## config.mk

```make
export PLATFORM = sky130hd
export DESIGN_NAME = uart_tx_top
export DESIGN_NICKNAME = d
export VERILOG_FILES = /design/src/uart_pkg.sv /design/src/uart_tx_ctrl_if.sv /design/src/baud_timer.sv /design/src/tx_shifter.sv /design/src/uart_tx_fsm.sv /design/src/uart_tx_top.sv
export SDC_FILE = /design/constraint.sdc
export NUM_CORES = 1
export LEC_CHECK = 0
export CAP_MARGIN = 15
export CORE_UTILIZATION = 40
export DETAILED_ROUTE_END_ITERATION = 10
export DONT_BUFFER_PORTS = 1
export REMOVE_ABC_BUFFERS = 1
export SLEW_MARGIN = 20
export SYNTH_ARGS = -nofsm -noshare
export SYNTH_HDL_FRONTEND = slang
export SYNTH_SLANG_ARGS = --single-unit
export TNS_END_PERCENT = 10
```

## constraint.sdc

```tcl
create_clock -name s_axis -period 3.7 [get_ports s_axis]
set_input_delay 0.74 -clock s_axis [delete_from_list [all_inputs] [get_ports s_axis]]
set_output_delay 0.74 -clock s_axis [all_outputs]
set_load 0.005 [all_outputs]
```

## src/uart_pkg.sv

```systemverilog
// shared definitions for the uart transmitter
// frame state encoding, line source select, default widths
// and the parity function used by the shifter and the testbench
`default_nettype none

package uart_pkg;

    localparam int DEF_DATA_WIDTH    = 8;
    localparam int DEF_DIVIDER_WIDTH = 16;
    localparam int MAX_DATA_WIDTH    = 9;  // widest word the parity function accepts

    typedef enum logic [2:0] {
        IDLE   = 3'd0,
        START  = 3'd1,
        DATA   = 3'd2,
        PARITY = 3'd3,
        STOP   = 3'd4,
        WAIT   = 3'd5
    } uart_state_e;

    typedef enum logic [1:0] {
        MARK       = 2'd0,  // idle level and stop bit
        SPACE      = 2'd1,  // start bit
        DATA_BIT   = 2'd2,
        PARITY_BIT = 2'd3
    } line_sel_e;

    // zero extension of a narrow word leaves the xor unchanged
    function automatic logic parity_bit(
        input logic [MAX_DATA_WIDTH-1:0] word,
        input logic                      odd
    );
        logic even_par;
        even_par = ^word;
        return even_par ^ odd;
    endfunction

endpackage

`default_nettype wire

```

## src/uart_tx_ctrl_if.sv

```systemverilog
// control link between the frame state machine and the shifter
// fsm and shifter modports
`default_nettype none

interface uart_tx_ctrl_if
    import uart_pkg::*;
#(
    parameter int DATA_WIDTH = DEF_DATA_WIDTH
) ();

    logic      load;      // capture tdata and clear the bit count
    logic      shift;     // move on to the next data bit
    line_sel_e line_sel;  // source of the next line value
    logic      bit_last;  // current data bit is the final one

    // the frame format only makes sense for 5 to 9 data bits
    if (DATA_WIDTH < 5 || DATA_WIDTH > MAX_DATA_WIDTH) begin : g_width_check
        $error("DATA_WIDTH must lie between 5 and %0d", MAX_DATA_WIDTH);
    end

    modport fsm (
        output load,
        output shift,
        output line_sel,
        input  bit_last
    );

    modport shifter (
        input  load,
        input  shift,
        input  line_sel,
        output bit_last
    );

endinterface

`default_nettype wire

```

## src/baud_timer.sv

```systemverilog
// bit period timer
// pulses baud_done_o once every clk_divider_i cycles while enabled
`default_nettype none

module baud_timer
    import uart_pkg::*;
#(
    parameter int DIVIDER_WIDTH = DEF_DIVIDER_WIDTH
) (
    input  logic                     s_axis,
    input  logic                     rst_n_i,
    input  logic                     baud_en_i,
    input  logic [DIVIDER_WIDTH-1:0] clk_divider_i,
    output logic                     baud_done_o
);

    localparam logic [DIVIDER_WIDTH-1:0] ONE = 1;

    logic [DIVIDER_WIDTH-1:0] cnt_q;
    logic [DIVIDER_WIDTH-1:0] cnt_last;
    logic                     wrap;

    assign cnt_last    = clk_divider_i - ONE;
    assign wrap        = (cnt_q == cnt_last);
    assign baud_done_o = baud_en_i & wrap;

    always_ff @(posedge s_axis or negedge rst_n_i) begin
        if (!rst_n_i) begin
            cnt_q <= '0;
        end else if (!baud_en_i || wrap) begin
            cnt_q <= '0;  // a fresh enable always starts a full period
        end else begin
            cnt_q <= cnt_q + ONE;
        end
    end

endmodule

`default_nettype wire

```

## src/tx_shifter.sv

```systemverilog
// transmit data path
// holds the data word, shifts it out lsb first, counts the bits,
// keeps the parity bit and registers the serial line
`default_nettype none

module tx_shifter
    import uart_pkg::*;
#(
    parameter int DATA_WIDTH = DEF_DATA_WIDTH
) (
    input  logic                  s_axis,
    input  logic                  rst_n_i,
    input  logic [DATA_WIDTH-1:0] s_axis_tdata_i,
    input  logic                  odd_i,
    uart_tx_ctrl_if.shifter       ctrl,
    output logic                  uart_tx_o
);

    localparam int               CNT_W    = $clog2(DATA_WIDTH);
    localparam logic [CNT_W-1:0] LAST_BIT = CNT_W'(DATA_WIDTH - 1);
    localparam logic [CNT_W-1:0] CNT_ONE  = 1;

    logic [DATA_WIDTH-1:0] data_q;
    logic                  parity_q;
    logic [CNT_W-1:0]      bit_cnt_q;
    logic                  line_d;

    assign ctrl.bit_last = (bit_cnt_q == LAST_BIT);

    always_ff @(posedge s_axis) begin
        if (ctrl.load) begin
            data_q   <= s_axis_tdata_i;
            parity_q <= parity_bit(MAX_DATA_WIDTH'(s_axis_tdata_i), odd_i);
        end else if (ctrl.shift) begin
            data_q <= data_q >> 1;  // bit 0 is always the one on the line
        end
    end

    always_ff @(posedge s_axis or negedge rst_n_i) begin
        if (!rst_n_i) begin
            bit_cnt_q <= '0;
        end else if (ctrl.load) begin
            bit_cnt_q <= '0;
        end else if (ctrl.shift) begin
            bit_cnt_q <= bit_cnt_q + CNT_ONE;
        end
    end

    always_comb begin
        case (ctrl.line_sel)
            SPACE:      line_d = 1'b0;
            DATA_BIT:   line_d = data_q[0];
            PARITY_BIT: line_d = parity_q;
            default:    line_d = 1'b1;
        endcase
    end

    always_ff @(posedge s_axis or negedge rst_n_i) begin
        if (!rst_n_i) begin
            uart_tx_o <= 1'b1;  // line idles at mark
        end else begin
            uart_tx_o <= line_d;
        end
    end

endmodule

`default_nettype wire

```

## src/uart_tx_fsm.sv

```systemverilog
// frame state machine of the uart transmitter
// owns the stream handshake, enables the baud timer
// and steers load, shift and line source of the shifter
`default_nettype none

module uart_tx_fsm
    import uart_pkg::*;
(
    input  logic           s_axis,
    input  logic           rst_n_i,
    input  logic           s_axis_tvalid_i,
    output logic           s_axis_tready_o,
    input  logic           odd_i,
    input  logic           even_i,
    input  logic           baud_done_i,
    output logic           baud_en_o,
    uart_tx_ctrl_if.fsm    ctrl
);

    uart_state_e state_q;
    uart_state_e state_d;
    logic        parity_on;

    assign parity_on       = odd_i | even_i;
    assign s_axis_tready_o = (state_q == IDLE);
    assign ctrl.load       = s_axis_tvalid_i & s_axis_tready_o;

    // the timer runs from the handshake until the stop bit has elapsed
    assign baud_en_o = (state_q == START) || (state_q == DATA) ||
                       (state_q == PARITY) || (state_q == STOP);

    always_comb begin
        state_d       = state_q;
        ctrl.shift    = 1'b0;
        ctrl.line_sel = MARK;
        case (state_q)
            IDLE: begin
                if (s_axis_tvalid_i) begin
                    state_d = START;
                end
            end
            START: begin
                ctrl.line_sel = SPACE;
                if (baud_done_i) begin
                    state_d = DATA;
                end
            end
            DATA: begin
                ctrl.line_sel = DATA_BIT;
                if (baud_done_i) begin
                    if (ctrl.bit_last) begin
                        state_d = parity_on ? PARITY : STOP;
                    end else begin
                        ctrl.shift = 1'b1;
                    end
                end
            end
            PARITY: begin
                ctrl.line_sel = PARITY_BIT;
                if (baud_done_i) begin
                    state_d = STOP;
                end
            end
            STOP: begin
                if (baud_done_i) begin
                    state_d = WAIT;
                end
            end
            WAIT: begin
                state_d = IDLE;  // one idle cycle before tready returns
            end
            default: begin
                state_d = IDLE;
            end
        endcase
    end

    always_ff @(posedge s_axis or negedge rst_n_i) begin
        if (!rst_n_i) begin
            state_q <= IDLE;
        end else begin
            state_q <= state_d;
        end
    end

endmodule

`default_nettype wire

```

## src/uart_tx_top.sv

```systemverilog
// top level of the axi-stream uart transmitter
// ties the frame fsm, the baud timer and the shifter together
`default_nettype none

module uart_tx_top
    import uart_pkg::*;
#(
    parameter int DATA_WIDTH    = DEF_DATA_WIDTH,
    parameter int DIVIDER_WIDTH = DEF_DIVIDER_WIDTH
) (
    input  logic                     s_axis,
    input  logic                     rst_n_i,
    input  logic [DATA_WIDTH-1:0]    s_axis_tdata_i,
    input  logic                     s_axis_tvalid_i,
    output logic                     s_axis_tready_o,
    input  logic [DIVIDER_WIDTH-1:0] clk_divider_i,
    input  logic                     odd_i,
    input  logic                     even_i,
    output logic                     uart_tx_o
);

    logic baud_en;
    logic baud_done;

    uart_tx_ctrl_if #(.DATA_WIDTH(DATA_WIDTH)) ctrl_if ();

    baud_timer #(.DIVIDER_WIDTH(DIVIDER_WIDTH)) u_baud_timer (
        .s_axis        (s_axis),
        .rst_n_i       (rst_n_i),
        .baud_en_i     (baud_en),
        .clk_divider_i (clk_divider_i),
        .baud_done_o   (baud_done)
    );

    uart_tx_fsm u_fsm (
        .s_axis          (s_axis),
        .rst_n_i         (rst_n_i),
        .s_axis_tvalid_i (s_axis_tvalid_i),
        .s_axis_tready_o (s_axis_tready_o),
        .odd_i           (odd_i),
        .even_i          (even_i),
        .baud_done_i     (baud_done),
        .baud_en_o       (baud_en),
        .ctrl            (ctrl_if.fsm)
    );

    tx_shifter #(.DATA_WIDTH(DATA_WIDTH)) u_shifter (
        .s_axis         (s_axis),
        .rst_n_i        (rst_n_i),
        .s_axis_tdata_i (s_axis_tdata_i),
        .odd_i          (odd_i),
        .ctrl           (ctrl_if.shifter),
        .uart_tx_o      (uart_tx_o)
    );

endmodule

`default_nettype wire
```

# [Yosys cells after proc, flatten, opt, wreduce, memory -nomap -nowiden]
# Cells that the tools add are included.
[totals] reg_bits=32 inputBits=29
[classes] n_addsub=3 eq_ne=15 n_mux=18 bitwise_logic=4 n_reduce_logical=9
[ops] operator="3-bit 2-to-1 mux" n=9
[ops] operator="16-bit by 1-bit adder with 16-bit output, second input constant" n=1
[ops] operator="16-bit equality test" n=1
[ops] operator="16-bit 2-to-1 mux" n=1
[ops] operator="8-bit 2-to-1 mux" n=2
[ops] operator="16-bit by 1-bit subtractor with 16-bit output, second input constant" n=1
[ops] operator="3-bit case mux with 5 select lines" n=1
[ops] operator="2-bit != test, second input constant" n=6
[ops] operator="9-bit XOR reduction" n=1
[ops] operator="3-bit by 2-bit equality test with 1-bit output, second input constant" n=2
[ops] operator="3-bit equality test, second input constant" n=2
[ops] operator="2-bit case mux with 3 select lines" n=1
[ops] operator="6-bit AND reduction" n=1
[ops] operator="2-bit equality test, second input constant" n=2
[ops] operator="1-bit logical OR" n=4
[ops] operator="3-bit by 1-bit adder with 3-bit output, second input constant" n=1
[ops] operator="3-bit by 1-bit equality test with 1-bit output, second input constant" n=1
[ops] operator="3-bit zero test" n=1
[ops] operator="1-bit 2-to-1 mux" n=3
[ops] operator="1-bit case mux with 3 select lines" n=1
[ops] operator="1-bit bitwise AND" n=2
[ops] operator="2-bit by 1-bit equality test with 1-bit output, second input constant" n=1
[ops] operator="2-bit nonzero test" n=1
[ops] operator="1-bit zero test" n=1
[ops] operator="2 further kinds" n=2

# [Longest topological paths before layout]
# Gate-level depths: netlist of run 1.
[logic_depth] depth_word=9 mapped_depth=10

# [Cells and area by module]
# Synthesis of run 1 repeated with hierarchy kept, for this count alone.
[unflattened] hier_cells=234 hier_area_um2=2318.5
[by_module_without_submodules] mod="baud_timer" n_inst=1 cells_each=169 area_each_um2=1456.4 seq_area_each_um2=400.4
[by_module_without_submodules] mod="tx_shifter" n_inst=1 cells_each=41 area_each_um2=631.9 seq_area_each_um2=371.6
[by_module_without_submodules] mod="uart_tx_fsm" n_inst=1 cells_each=24 area_each_um2=230.2 seq_area_each_um2=75.1

# [Worst setup path after synthesis of run 1]
# No wires, ideal clock.
[synth_path] path_type="input to register" start="in clk_divider_i[0]" end="reg u_shifter.data_q[0] (enable)" setup_time_ps=329 t_arrival_ps=3010 path_slack_ps=360 path_stages=7 cell_sequence="or4_4 -> nor4_1 -> xor2_1 -> o311ai_1 -> nand4_4 -> nor4b_4 -> or2_1"
[synth_via] elab_chain_cells=6
[synth_lines] element="from (decl)" line_no="uart_tx_top.sv:16" text="input logic [DIVIDER_WIDTH-1:0] clk_divider_i,"
[synth_lines] element="16-bit by 1-bit subtractor with 16-bit output" line_no="baud_timer.sv:23" text="assign cnt_last = clk_divider_i - ONE;"
[synth_lines] element="16-bit equality test" line_no="baud_timer.sv:24" text="assign wrap = (cnt_q == cnt_last);"
[synth_lines] element="1-bit bitwise AND" line_no="baud_timer.sv:25" text="assign baud_done_o = baud_en_i & wrap;"
[synth_lines] element="1-bit 2-to-1 mux" line_no="uart_tx_fsm.sv:50" text="if (baud_done_i) begin"
[synth_lines] element="1-bit 2-to-1 mux" line_no="uart_tx_fsm.sv:36" text="case (state_q)"
[synth_lines] element="2-bit nonzero test (no source line)"
[synth_lines] element="to (signal assigned)" line_no="tx_shifter.sv:32" text="data_q <= s_axis_tdata_i;"
[synth_lines] element="to (signal assigned)" line_no="tx_shifter.sv:35" text="data_q <= data_q >> 1;"
[synth_lines] element="to (decl)" line_no="tx_shifter.sv:23" text="logic [DATA_WIDTH-1:0] data_q;"
# Every way passes these cells.
# A chain may end at the register's enable or synchronous reset.

# [Final worst setup path of run 1]
[layout_path] start="in clk_divider_i[0]" end="reg u_shifter.data_q[2] (enable)"
# Same word-level chain as after synthesis.

==> flow_metrics.tcl, run 1 <==
set metrics [dict create \
    outcome "finished clean" \
    clkPwrFrac_pct 37.5 \
    hold_ws_ps 147.6 \
    crit_type "in -> reg" \
    yosys_most_used_dff "sky130_fd_sc_hd__dfrtp_1" \
    gr-total-overflow 0 \
    synth_cell_type_count 48 \
    fin_tns_setup_ps 0 \
    crit-reg2reg-launch "u_baud_timer.cnt_q[12]$_DFF_PN0_" \
    skew_ps 7.686 \
    cp_max_fo 8 \
    top_cell_type_by_total_area_after_synthesis "sky130_fd_sc_hd__dfrtp_1" \
    clock_pin_slew_reported_for_the_worst_setup_and_hold_paths_after_clock_tree_synthesis_ps 70 \
    drt_first_pass_iters 4 \
    postSynthRegisterBits 32 \
    num-nets-final 268 \
    power_density_nw_per_um2 365.6 \
    critPathArrivalTime_ps 3050 \
    worst_ir_drop_vdd_v 0.0001597 \
    cts_tree "done" \
    avgSynthCellArea_um2 9.346 \
    remaining_drc_errors 0 \
    antenna_found_initial 0 \
    ctsRootBufferMaster "sky130_fd_sc_hd__clkbuf_8" \
    hold_class "in -> async" \
    insertion_delay_ps 280 \
    fp.dieArea_um2 5719 \
    worst_setup_path_start_kind "primary input" \
    yosysWarnings 0 \
    most_common_cell_in_the_synthesized_netlist "sky130_fd_sc_hd__nand2_1" \
    gpl.final_weighted_congestion 0.8577 \
    ctsHoldBuffers 0 \
    fmax_mhz 323.2 \
    grt_pass1_vias 1557 \
    drt-wirelength-per-cell_um 13.50 \
    routed_via_density 5.310 \
    fin_crit_ps 3094 \
    num_io_pins 31 \
    route.antenna.remaining_nets 0 \
    grt_max_degree 24 \
    wire_length_of_the_first_global_routing_pass_um 6768 \
    postCtsSetupBuffers 0 \
    finalWirelength_um 4132 \
    maxCapViolCount 0 \
    synth_top_cell_area_share_pct 25.39 \
    async_flop_share_pct 71.88 \
    drtIter0Drc 67 \
    share_of_synthesized_area_occupied_by_flip_flops_and_latches_pct 39.07 \
    finalCritPeriodShare_pct 83.63 \
    chipWidth_um 75.63 \
    count_of_flip_flops_with_a_built_in_enable_after_synthesis 9 \
    area_delta_synth_final_pct 8.540 \
    internal-power_mw 0.6470 \
    synth_cells 232 \
    cp.required_ps 3660 \
    grt_setup_unrepaired "false" \
    netSwitchingPower_mw 0.2133 \
    timing.final.setup_violations 0 \
    hold_viol_final 0 \
    seq_power_share_pct 48.4 \
    antennaDiodeCount 0 \
    cts.sinks 32 \
    cts.repair.resized 0 \
    grt_util_all_layers_pct 16.25 \
    floorplan.initialDensity_pct 41.92 \
    power.combinational.fraction_pct 14.0 \
    power.static_leakage_nw 1.015 \
    via_count 1625 \
    synth_top_cells_by_area "sky130_fd_sc_hd__dfrtp_1, sky130_fd_sc_hd__edfxtp_1, sky130_fd_sc_hd__xor2_1, sky130_fd_sc_hd__xnor2_1, sky130_fd_sc_hd__nand2_1" \
    slew_headroom_pct 47.91 \
    dp.final_hpwl_um 3218 \
    core_area_um2 5172 \
    cts_max_level 2 \
    report.final.slew_viol_count 0 \
    buffer_ports.inserted 0 \
    setup.worst_path.start "clk_divider_i[0]" \
    critPathCaptureType "flip-flop" \
    num_rows 26 \
    drive_gt1_share_pct 10.17 \
    cts_made_buffers 5 \
    synth_common_cells "sky130_fd_sc_hd__nand2_1, sky130_fd_sc_hd__nor2_1, sky130_fd_sc_hd__dfrtp_1, sky130_fd_sc_hd__xor2_1, sky130_fd_sc_hd__xnor2_1" \
    cts.path.max_buffers 2 \
    post_synth_instance_area_um2 2168 \
    worst-slew-pin-transition_ps 775.3 \
    die_height_um 75.63 \
    sw_frac_of_total_pct 24.80 \
]
==> logic make-up (layout without fill, tap and decap cells) <==
kind of cell | after synthesis | in the layout | synth area share (%)
and+or+nand+nor | 111 | 111 | 28.16
xor gates and xnor gates | 42 | 42 | 16.96
DFF | 32 | 32 | 39.07
AOI/OAI and AO/OA | 22 | 22 | 8.310
buffers and inverters | 16 | 20 | 2.885
muxes | 5 | 5 | 2.308
adders and majority gates | 4 | 4 | 2.308
==> registers in the layout, indices dropped and copies added (netlist names) <==
| register | cells |
|---|---|
| u_fsm.state_q | 3 |
| u_shifter.bit_cnt_q | 3 |
| u_shifter.uart_tx_o | 1 |
| u_shifter.data_q | 8 |
| u_baud_timer.cnt_q | 16 |
| u_shifter.parity_q | 1 |
==> area by class of cell <==
type / count / area [µm²]
clock buffers: 6 / 72.57
fillers: 477 / 2819
clock inverters: 2 / 35.03
inverters: 10 / 37.54
flip-flops and latches: 32 / 847.1
multi-input cells: 184 / 1259
repair buffers: 2 / 15.01
well taps: 70 / 87.58
==> layer usage <==
layer,GRT usage (%),share of wire (%),up-vias
li1,-,-,804
met1,21.00,48,777
met2,26.29,46,38
met3,4.101,4.9,6
met4,6.173,1.7,0
met5,0,0,-
==> placed cells by master (no fill, tap or decap), types with 2 or more instances in the layout <==
cell,n
sky130_fd_sc_hd__a21oi_1,4
sky130_fd_sc_hd__a31oi_1,6
sky130_fd_sc_hd__and3_1,7
sky130_fd_sc_hd__buf_4,2
sky130_fd_sc_hd__clkbuf_8,5
sky130_fd_sc_hd__dfrtp_1,22
sky130_fd_sc_hd__edfxtp_1,9
sky130_fd_sc_hd__ha_1,4
sky130_fd_sc_hd__inv_1,9
sky130_fd_sc_hd__mux2i_1,5
sky130_fd_sc_hd__nand2_1,35
sky130_fd_sc_hd__nand3_1,12
sky130_fd_sc_hd__nor2_1,30
sky130_fd_sc_hd__nor3_1,5
sky130_fd_sc_hd__nor4_2,2
sky130_fd_sc_hd__nor4_4,2
sky130_fd_sc_hd__o211ai_1,2
sky130_fd_sc_hd__or2_2,2
sky130_fd_sc_hd__or3_1,2
sky130_fd_sc_hd__xnor2_1,20
sky130_fd_sc_hd__xor2_1,22
==> per-stage QoR <==
step / area (µm²) / utilization [%] / setup WS [ps] / std cells / total power [mW]
finish: 2354 / 45.50 / 605.6 / 306 / 0.8604
global route: 2354 / 45.50 / 304.6 / 306 / 0.9121
CTS: 2354 / 45.50 / 573.9 / 306 / 0.8709
detailed placement: 2246 / 43.42 / 299.6 / 298 / 0.5436
global placement: 2246 / 43.42 / 336.5 / 298 / 0.5419
floorplan: 2143 / - / 360.4 / 226 / 0.5199
==> worst max-delay path, cell delays in order <==
cell and delay (ps):
sky130_fd_sc_hd__or4_4 580, sky130_fd_sc_hd__nor4_1 340, sky130_fd_sc_hd__xor2_1 120, sky130_fd_sc_hd__o311ai_1 280, sky130_fd_sc_hd__buf_4 190, sky130_fd_sc_hd__nand4_4 150
sky130_fd_sc_hd__nor4b_4 310, sky130_fd_sc_hd__or2_1 340
==> final timing paths <==
path,end,slack [ps],depth (start not counted)
worst max-delay path,u_shifter.data_q[2]$_DFFE_PP_,610,8
worst min-delay path,u_shifter.bit_cnt_q[1]$_DFFE_PN0P_,150,0
worst max register to register,u_shifter.data_q[2]$_DFFE_PP_,1120,7
worst min register to register,u_shifter.bit_cnt_q[0]$_DFFE_PN0P_,480,1
max in group asynchronous,u_shifter.uart_tx_o$_DFF_PN1_,3380,0
min in group s_axis,u_shifter.bit_cnt_q[0]$_DFFE_PN0P_,480,1
==> power groups by stage <==
stage | sequential (mW) | clock (mW) | combinational (mW)
3_5_place_dp | 0.423 | 0 | 0.121
3_3_place_gp | 0.423 | 0 | 0.119
2_1_floorplan | 0.415 | 0 | 0.105
6_report | 0.417 | 0.323 | 0.121
5_1_grt | 0.420 | 0.354 | 0.138
4_1_cts | 0.416 | 0.333 | 0.122
Power figures use the tool's default switching activity.
==> inputs of run 2 (changes only) <==
- clock period: 3.7 -> 2.5 ns (I/O delays scaled with it)
==> run 2 against run 1 <==
The run now ends with setup timing left. First-iteration DRC count rose by 12%. Final cell count rose by 4.9%. Via count rose by 1.4%. Wire length rose by 7.7%. Non-clock buffer count rose by 15. Highest routed layer unchanged.
==> flow_metrics.tcl, run 2 (synthesis gave the netlist of run 1 again) <==
set metrics [dict create \
    outcome "finished with violations" \
    failed_checks "setup timing" \
    floorplan.initialDensity_pct 41.92 \
    cts_made_buffers 5 \
    hold_viol_final 0 \
    largest_register "u_baud_timer.cnt_q" \
    cts_max_level 2 \
    drtIter0Drc 75 \
    busiest_layer "met2" \
    cp_max_fo 8 \
    cts.sinks 32 \
    critPathArrivalTime_ps 2600 \
    antennaDiodeCount 0 \
    worst-r2r-cell-count 9 \
    grt_util_all_layers_pct 17.21 \
    grt.met1_usage_pct 24.46 \
    critPathCaptureType "flip-flop" \
    die_height_um 75.63 \
    drt-wirelength-per-cell_um 13.86 \
    num-nets-final 283 \
    cts.path.max_buffers 2 \
    use_met2_pct 25.50 \
    buffer_ports.inserted 0 \
    setup.worst_path.start "clk_divider_i[0]" \
    insertion_delay_ps 280 \
    fin_crit_ps 2600 \
    area_delta_synth_final_pct 15.06 \
    netSwitchingPower_mw 0.3295 \
    crit_type "in -> reg" \
    num_rows 26 \
    fillCellCount 490 \
    power.combinational.fraction_pct 17.0 \
    route.antenna.remaining_nets 0 \
    clock_pin_slew_reported_for_the_worst_setup_and_hold_paths_after_clock_tree_synthesis_ps 70 \
    grt_setup_unrepaired "true" \
    critical-path-slowest-cell "sky130_fd_sc_hd__or4_4" \
    cts_tree "done" \
    drt_first_pass_iters 4 \
    report.final.slew_viol_count 0 \
    number_of_flip_flops_in_the_largest_register 16 \
    sw_frac_of_total_pct 25.17 \
    cp.required_ps 2500 \
    routed_via_density 5.134 \
    postCtsSetupBuffers 0 \
    core_area_um2 5172 \
    gr-total-overflow 0 \
    timing.final.setup_violations 8 \
    wire_length_of_the_first_global_routing_pass_um 7107 \
    end_of_flow_core_utilization_pct 48.23 \
    worst-slew-pin-transition_ps 518.3 \
    grt_pass1_vias 1554 \
    reg_top3 "u_baud_timer.cnt_q x16, u_shifter.data_q x8" \
    rr_endpoint "u_shifter.data_q[3]$_DFFE_PP_" \
    chipWidth_um 75.63 \
    antenna_found_initial 0 \
    hold_class "in -> async" \
    setup_slack_of_the_worst_register_to_register_path_ps 120 \
    fin_tns_setup_ps -788.6 \
    crit-reg2reg-launch "u_baud_timer.cnt_q[12]$_DFF_PN0_" \
    maxCapViolCount 0 \
    remaining_drc_errors 0 \
    power.static_leakage_nw 1.096 \
    postLayoutCellArea_um2 2495 \
    clkPwrFrac_pct 36.6 \
    gpl.final_weighted_congestion 0.8854 \
    crit_path_cell_trace "or4_4, nor4_4, nand4_2, a2111oi_4, nand4_4, nor4b_4, or2_1, buf_12" \
    slew_headroom_pct 65.45 \
    via_count 1648 \
    mostFrequentLayoutCells "sky130_fd_sc_hd__nand2_1, sky130_fd_sc_hd__nor2_1, sky130_fd_sc_hd__xor2_1, sky130_fd_sc_hd__dfrtp_1, sky130_fd_sc_hd__xnor2_1" \
    critical-path-max-stage-delay_ps 580 \
    worst_setup_path_start_kind "primary input" \
    dp.final_hpwl_um 3392 \
    worst_case_setup_margin_in_the_final_layout_ps -99.82 \
    met3_usage_pct 4.233 \
    drive_gt1_share_pct 15.94 \
    fmax_mhz 384.6 \
    grt_max_degree 23 \
    placed_area_um2 2376 \
    ctsRootBufferMaster "sky130_fd_sc_hd__clkbuf_8" \
    fp.dieArea_um2 5719 \
    internal-power_mw 0.9795 \
    mostFrequentLayoutCell "sky130_fd_sc_hd__nand2_1" \
    power_density_nw_per_um2 524.7 \
    seq_power_share_pct 46.4 \
    finalWirelength_um 4450 \
    skew_ps 10.20 \
    finalCritPeriodShare_pct 104.0 \
    num_io_pins 31 \
    worst_ir_drop_vdd_v 0.0002941 \
    critical_path.endpoint "u_shifter.data_q[3]$_DFFE_PP_" \
]
-- run 2: cell types whose count changed in the layout (fill, tap and decap cells not counted) --
cell                     before  now
sky130_fd_sc_hd__nor4_1       1    0
sky130_fd_sc_hd__buf_4        2   14
sky130_fd_sc_hd__buf_2        0    1
sky130_fd_sc_hd__nor4_2       2    3
sky130_fd_sc_hd__buf_12       0    2
-- run 2: worst min-delay path by stage --
| stage | startpoint | cells past startpoint | endpoint |
|---|---|---|---|
| 2_1_floorplan | rst_n_i | 0 | u_baud_timer.cnt_q[0]$_DFF_PN0_ |
| 3_3_place_gp | rst_n_i | 0 | u_baud_timer.cnt_q[1]$_DFF_PN0_ |
| 3_5_place_dp | rst_n_i | 0 | u_baud_timer.cnt_q[1]$_DFF_PN0_ |
| 4_1_cts | rst_n_i | 0 | u_shifter.uart_tx_o$_DFF_PN1_ |
| 5_1_grt | rst_n_i | 0 | u_shifter.uart_tx_o$_DFF_PN1_ |
| 6_report | rst_n_i | 0 | u_shifter.uart_tx_o$_DFF_PN1_ |
-- run 2: worst max-delay path, delay by kind of cell --
| family | cells | cell delay (ps) |
|---|---|---|
| and+or+nand+nor | 6 | 1570 |
| buffers and inverters | 1 | 130 |
| AOI/OAI and AO/OA | 1 | 400 |
-- run 2: through the flow --
step / total power, mW / setup slack, ps / hold WS [ps] / std cells
CTS: 1.326 / -94.73 / 45.59 / 321
global placement: 0.8315 / -413.9 / 205.2 / 312
finish: 1.309 / -99.82 / 54.53 / 321
global route: 1.375 / -196.8 / 31.32 / 321
floorplan: 0.7694 / -599.6 / 204.4 / 226
detailed placement: 0.8341 / -442.5 / 205.3 / 312
-- run 2: cell type report --
cell class	instances	area, µm²	share of cell area [%]
Multi-Input combinational cell	184	1265	50.70
Sequential cell	32	847.1	33.95
Timing Repair Buffer	17	150.1	6.018
Tap cell	70	87.58	3.511
Clock buffer	6	72.57	2.909
Inverter	10	37.54	1.505
Clock inverter	2	35.03	1.404
-- run 2: per-layer routing --
metal  vias to the layer above  share of wire, %
met1                       774                49
met5                         -                 0
met2                        38                45
li1                        830                 -
met4                         0               1.5
met3                         6               5.2
-- run 2: repair_timing --
item | in CTS | in global routing
endpoints found under the setup margin | 8 | 11
pin swaps | 1 | 1
resized for setup | 1 | 0
hold buffers | 1 | 0
endpoints found under the hold margin | 22 | 0
-- run 2: power by group through the flow --
stage               clock, mW  sequential [mW]  combinational, mW
floorplan                   0            0.615              0.155
global placement            0            0.617              0.215
detailed placement          0            0.618              0.216
CTS                     0.492            0.608              0.226
global route            0.517            0.612              0.246
finish                  0.479            0.607              0.223
==> inputs of run 3 (changes only) <==
- RECOVER_POWER: not set -> 25
- SLEW_MARGIN: 20 -> not set
==> run 3 against run 2 <==
The run still ends with setup timing left. Hold slack better by 2.5 ps. Count of clock-buffer cells in the layout stayed put. Combinational power about the same. Clock power is essentially flat. Power up 0.12%. Maximum frequency is 0.19% higher. Core utilization is 0.17 points higher. Flip-flop and latch count did not move. Sequential power is essentially flat. Die area unchanged. Sequential share of layout area shrank 0.12 points. Wire length increased by 0.83%.
==> flow_metrics.tcl, run 3 (synthesis gave the netlist of run 1 again) <==
set metrics [dict create \
    power_density_nw_per_um2 523.5 \
    cp.required_ps 2500 \
    grt_util_all_layers_pct 17.21 \
    report.final.slew_viol_count 0 \
    fp.dieArea_um2 5719 \
    power.static_leakage_nw 1.098 \
    timing.final.setup_violations 8 \
    route.antenna.remaining_nets 0 \
    grt_pass1_vias 1554 \
    largest_register "u_baud_timer.cnt_q" \
    worst_ir_drop_vdd_v 0.0002945 \
    num-nets-final 284 \
    hold_viol_final 0 \
    cts.sinks 32 \
    failed_checks "setup timing" \
    mostFrequentLayoutCell "sky130_fd_sc_hd__nand2_1" \
    insertion_delay_ps 280 \
    maxCapViolCount 0 \
    finalCritPeriodShare_pct 103.8 \
    critPathCaptureType "flip-flop" \
    floorplan.initialDensity_pct 41.92 \
    chipWidth_um 75.63 \
    fin_crit_ps 2595 \
    outcome "finished with violations" \
    gr-total-overflow 0 \
    cts_made_buffers 5 \
    skew_ps 8.933 \
    gpl.final_weighted_congestion 0.8854 \
    routed_via_density 5.146 \
    reg_top3 "u_baud_timer.cnt_q x16, u_shifter.data_q x8" \
    fillCellCount 485 \
    drt-wirelength-per-cell_um 13.93 \
    hold_class "in -> async" \
    cts_max_level 2 \
    buffer_ports.inserted 0 \
    remaining_drc_errors 0 \
    hold_ws_ps 57.00 \
    area_delta_synth_final_pct 15.46 \
    postCtsSetupBuffers 0 \
    mostFrequentLayoutCells "sky130_fd_sc_hd__nand2_1, sky130_fd_sc_hd__nor2_1, sky130_fd_sc_hd__xor2_1, sky130_fd_sc_hd__dfrtp_1, sky130_fd_sc_hd__xnor2_1" \
    core_area_um2 5172 \
    placed_area_um2 2376 \
    dp.final_hpwl_um 3392 \
    worst_case_setup_margin_in_the_final_layout_ps -94.89 \
    clock_pin_slew_reported_for_the_worst_setup_and_hold_paths_after_clock_tree_synthesis_ps 70 \
    worst_setup_path_start_kind "primary input" \
    wl_met3_um 242 \
    drt_first_pass_iters 4 \
    number_of_flip_flops_in_the_largest_register 16 \
    fmax_mhz 385.4 \
    critPathArrivalTime_ps 2600 \
    met1Wirelength_um 2200 \
    cp_max_fo 8 \
    antennaDiodeCount 0 \
    grt_setup_unrepaired "true" \
    num_rows 26 \
    num_io_pins 31 \
    worst-slew-pin-transition_ps 972.2 \
    cts_tree "done" \
    drive_gt1_share_pct 15.48 \
    power.total_mw 1.311 \
    met2RoutedLength_um 1979 \
    crit_type "in -> reg" \
    grt_max_degree 23 \
    antenna_found_initial 0 \
    slew_headroom_pct 35.19 \
    finalWirelength_um 4487 \
    cts.path.max_buffers 2 \
    routed.top_layer "met4" \
    ctsRootBufferMaster "sky130_fd_sc_hd__clkbuf_8" \
    postLayoutCellArea_um2 2504 \
    wire_length_of_the_first_global_routing_pass_um 7107 \
    drtIter0Drc 70 \
    via_count 1657 \
    die_height_um 75.63 \
]
-- run 3: metrics by stage --
stage | setup WS (ps) | util, % | cells | setup TNS (ps)
3_3_place_gp | -413.9 | 45.94 | 312 | -5756
2_1_floorplan | -599.6 | - | 226 | -6143
5_1_grt | -196.8 | 48.40 | 322 | -1725
4_1_cts | -94.73 | 48.33 | 321 | -752.2
3_5_place_dp | -442.5 | 45.94 | 312 | -6534
6_report | -94.89 | 48.40 | 322 | -752.6
-- run 3: what timing repair did --
item	in CTS	in global routing
gates resized for setup	1	0
pin swaps	1	1
setup endpoints to repair	8	11
hold buffers	1	0
hold endpoints to repair	22	0
-- run 3: worst paths after layout --
kind | endpoint | cells after the start | from | slack (ps)
setup / recovery | u_shifter.data_q[3]$_DFFE_PP_ | 8 | clk_divider_i[0] | -90
min in group s_axis | u_shifter.data_q[4]$_DFFE_PP_ | 2 | s_axis_tdata_i[4] | 390
hold / removal | u_shifter.uart_tx_o$_DFF_PN1_ | 0 | rst_n_i | 60
setup reg to reg | u_shifter.data_q[3]$_DFFE_PP_ | 9 | u_baud_timer.cnt_q[12]$_DFF_PN0_ | 120
max in group asynchronous | u_baud_timer.cnt_q[12]$_DFF_PN0_ | 2 | rst_n_i | 790
hold reg to reg | u_shifter.bit_cnt_q[0]$_DFFE_PN0P_ | 1 | u_shifter.bit_cnt_q[0]$_DFFE_PN0P_ | 490
-- run 3: metal layers --
metal / global-route usage [%] / vias to the layer above
li1: - / 833
met1: 24.46 / 774
met3: 4.233 / 6
met2: 25.50 / 44
met4: 6.173 / 0
met5: 0 / -
-- run 3: report_power, final --
part / leakage (nW) / internal [mW] / switching [mW]
Clock: 0.0552 / 0.295 / 0.183
Combinational: 0.664 / 0.116 / 0.108
Sequential: 0.378 / 0.569 / 0.0387
-- run 3: cell type report --
cell class,instances,area [µm²],area share [%]
timing repair buffer,18,158.9,6.347
clock buffer,6,72.57,2.899
clock inverter,2,35.03,1.399
multi-input combinational,184,1265,50.52
sequential,32,847.1,33.83
tap,70,87.58,3.498
inverter,10,37.54,1.499
-- run 3: critical path, stage by stage --
cell	delay, ps
sky130_fd_sc_hd__or4_4	580
sky130_fd_sc_hd__nor4_4	200
sky130_fd_sc_hd__nand4_2	160
sky130_fd_sc_hd__a2111oi_4	400
sky130_fd_sc_hd__nand4_4	150
sky130_fd_sc_hd__nor4b_4	290
sky130_fd_sc_hd__or2_1	180
sky130_fd_sc_hd__buf_12	130
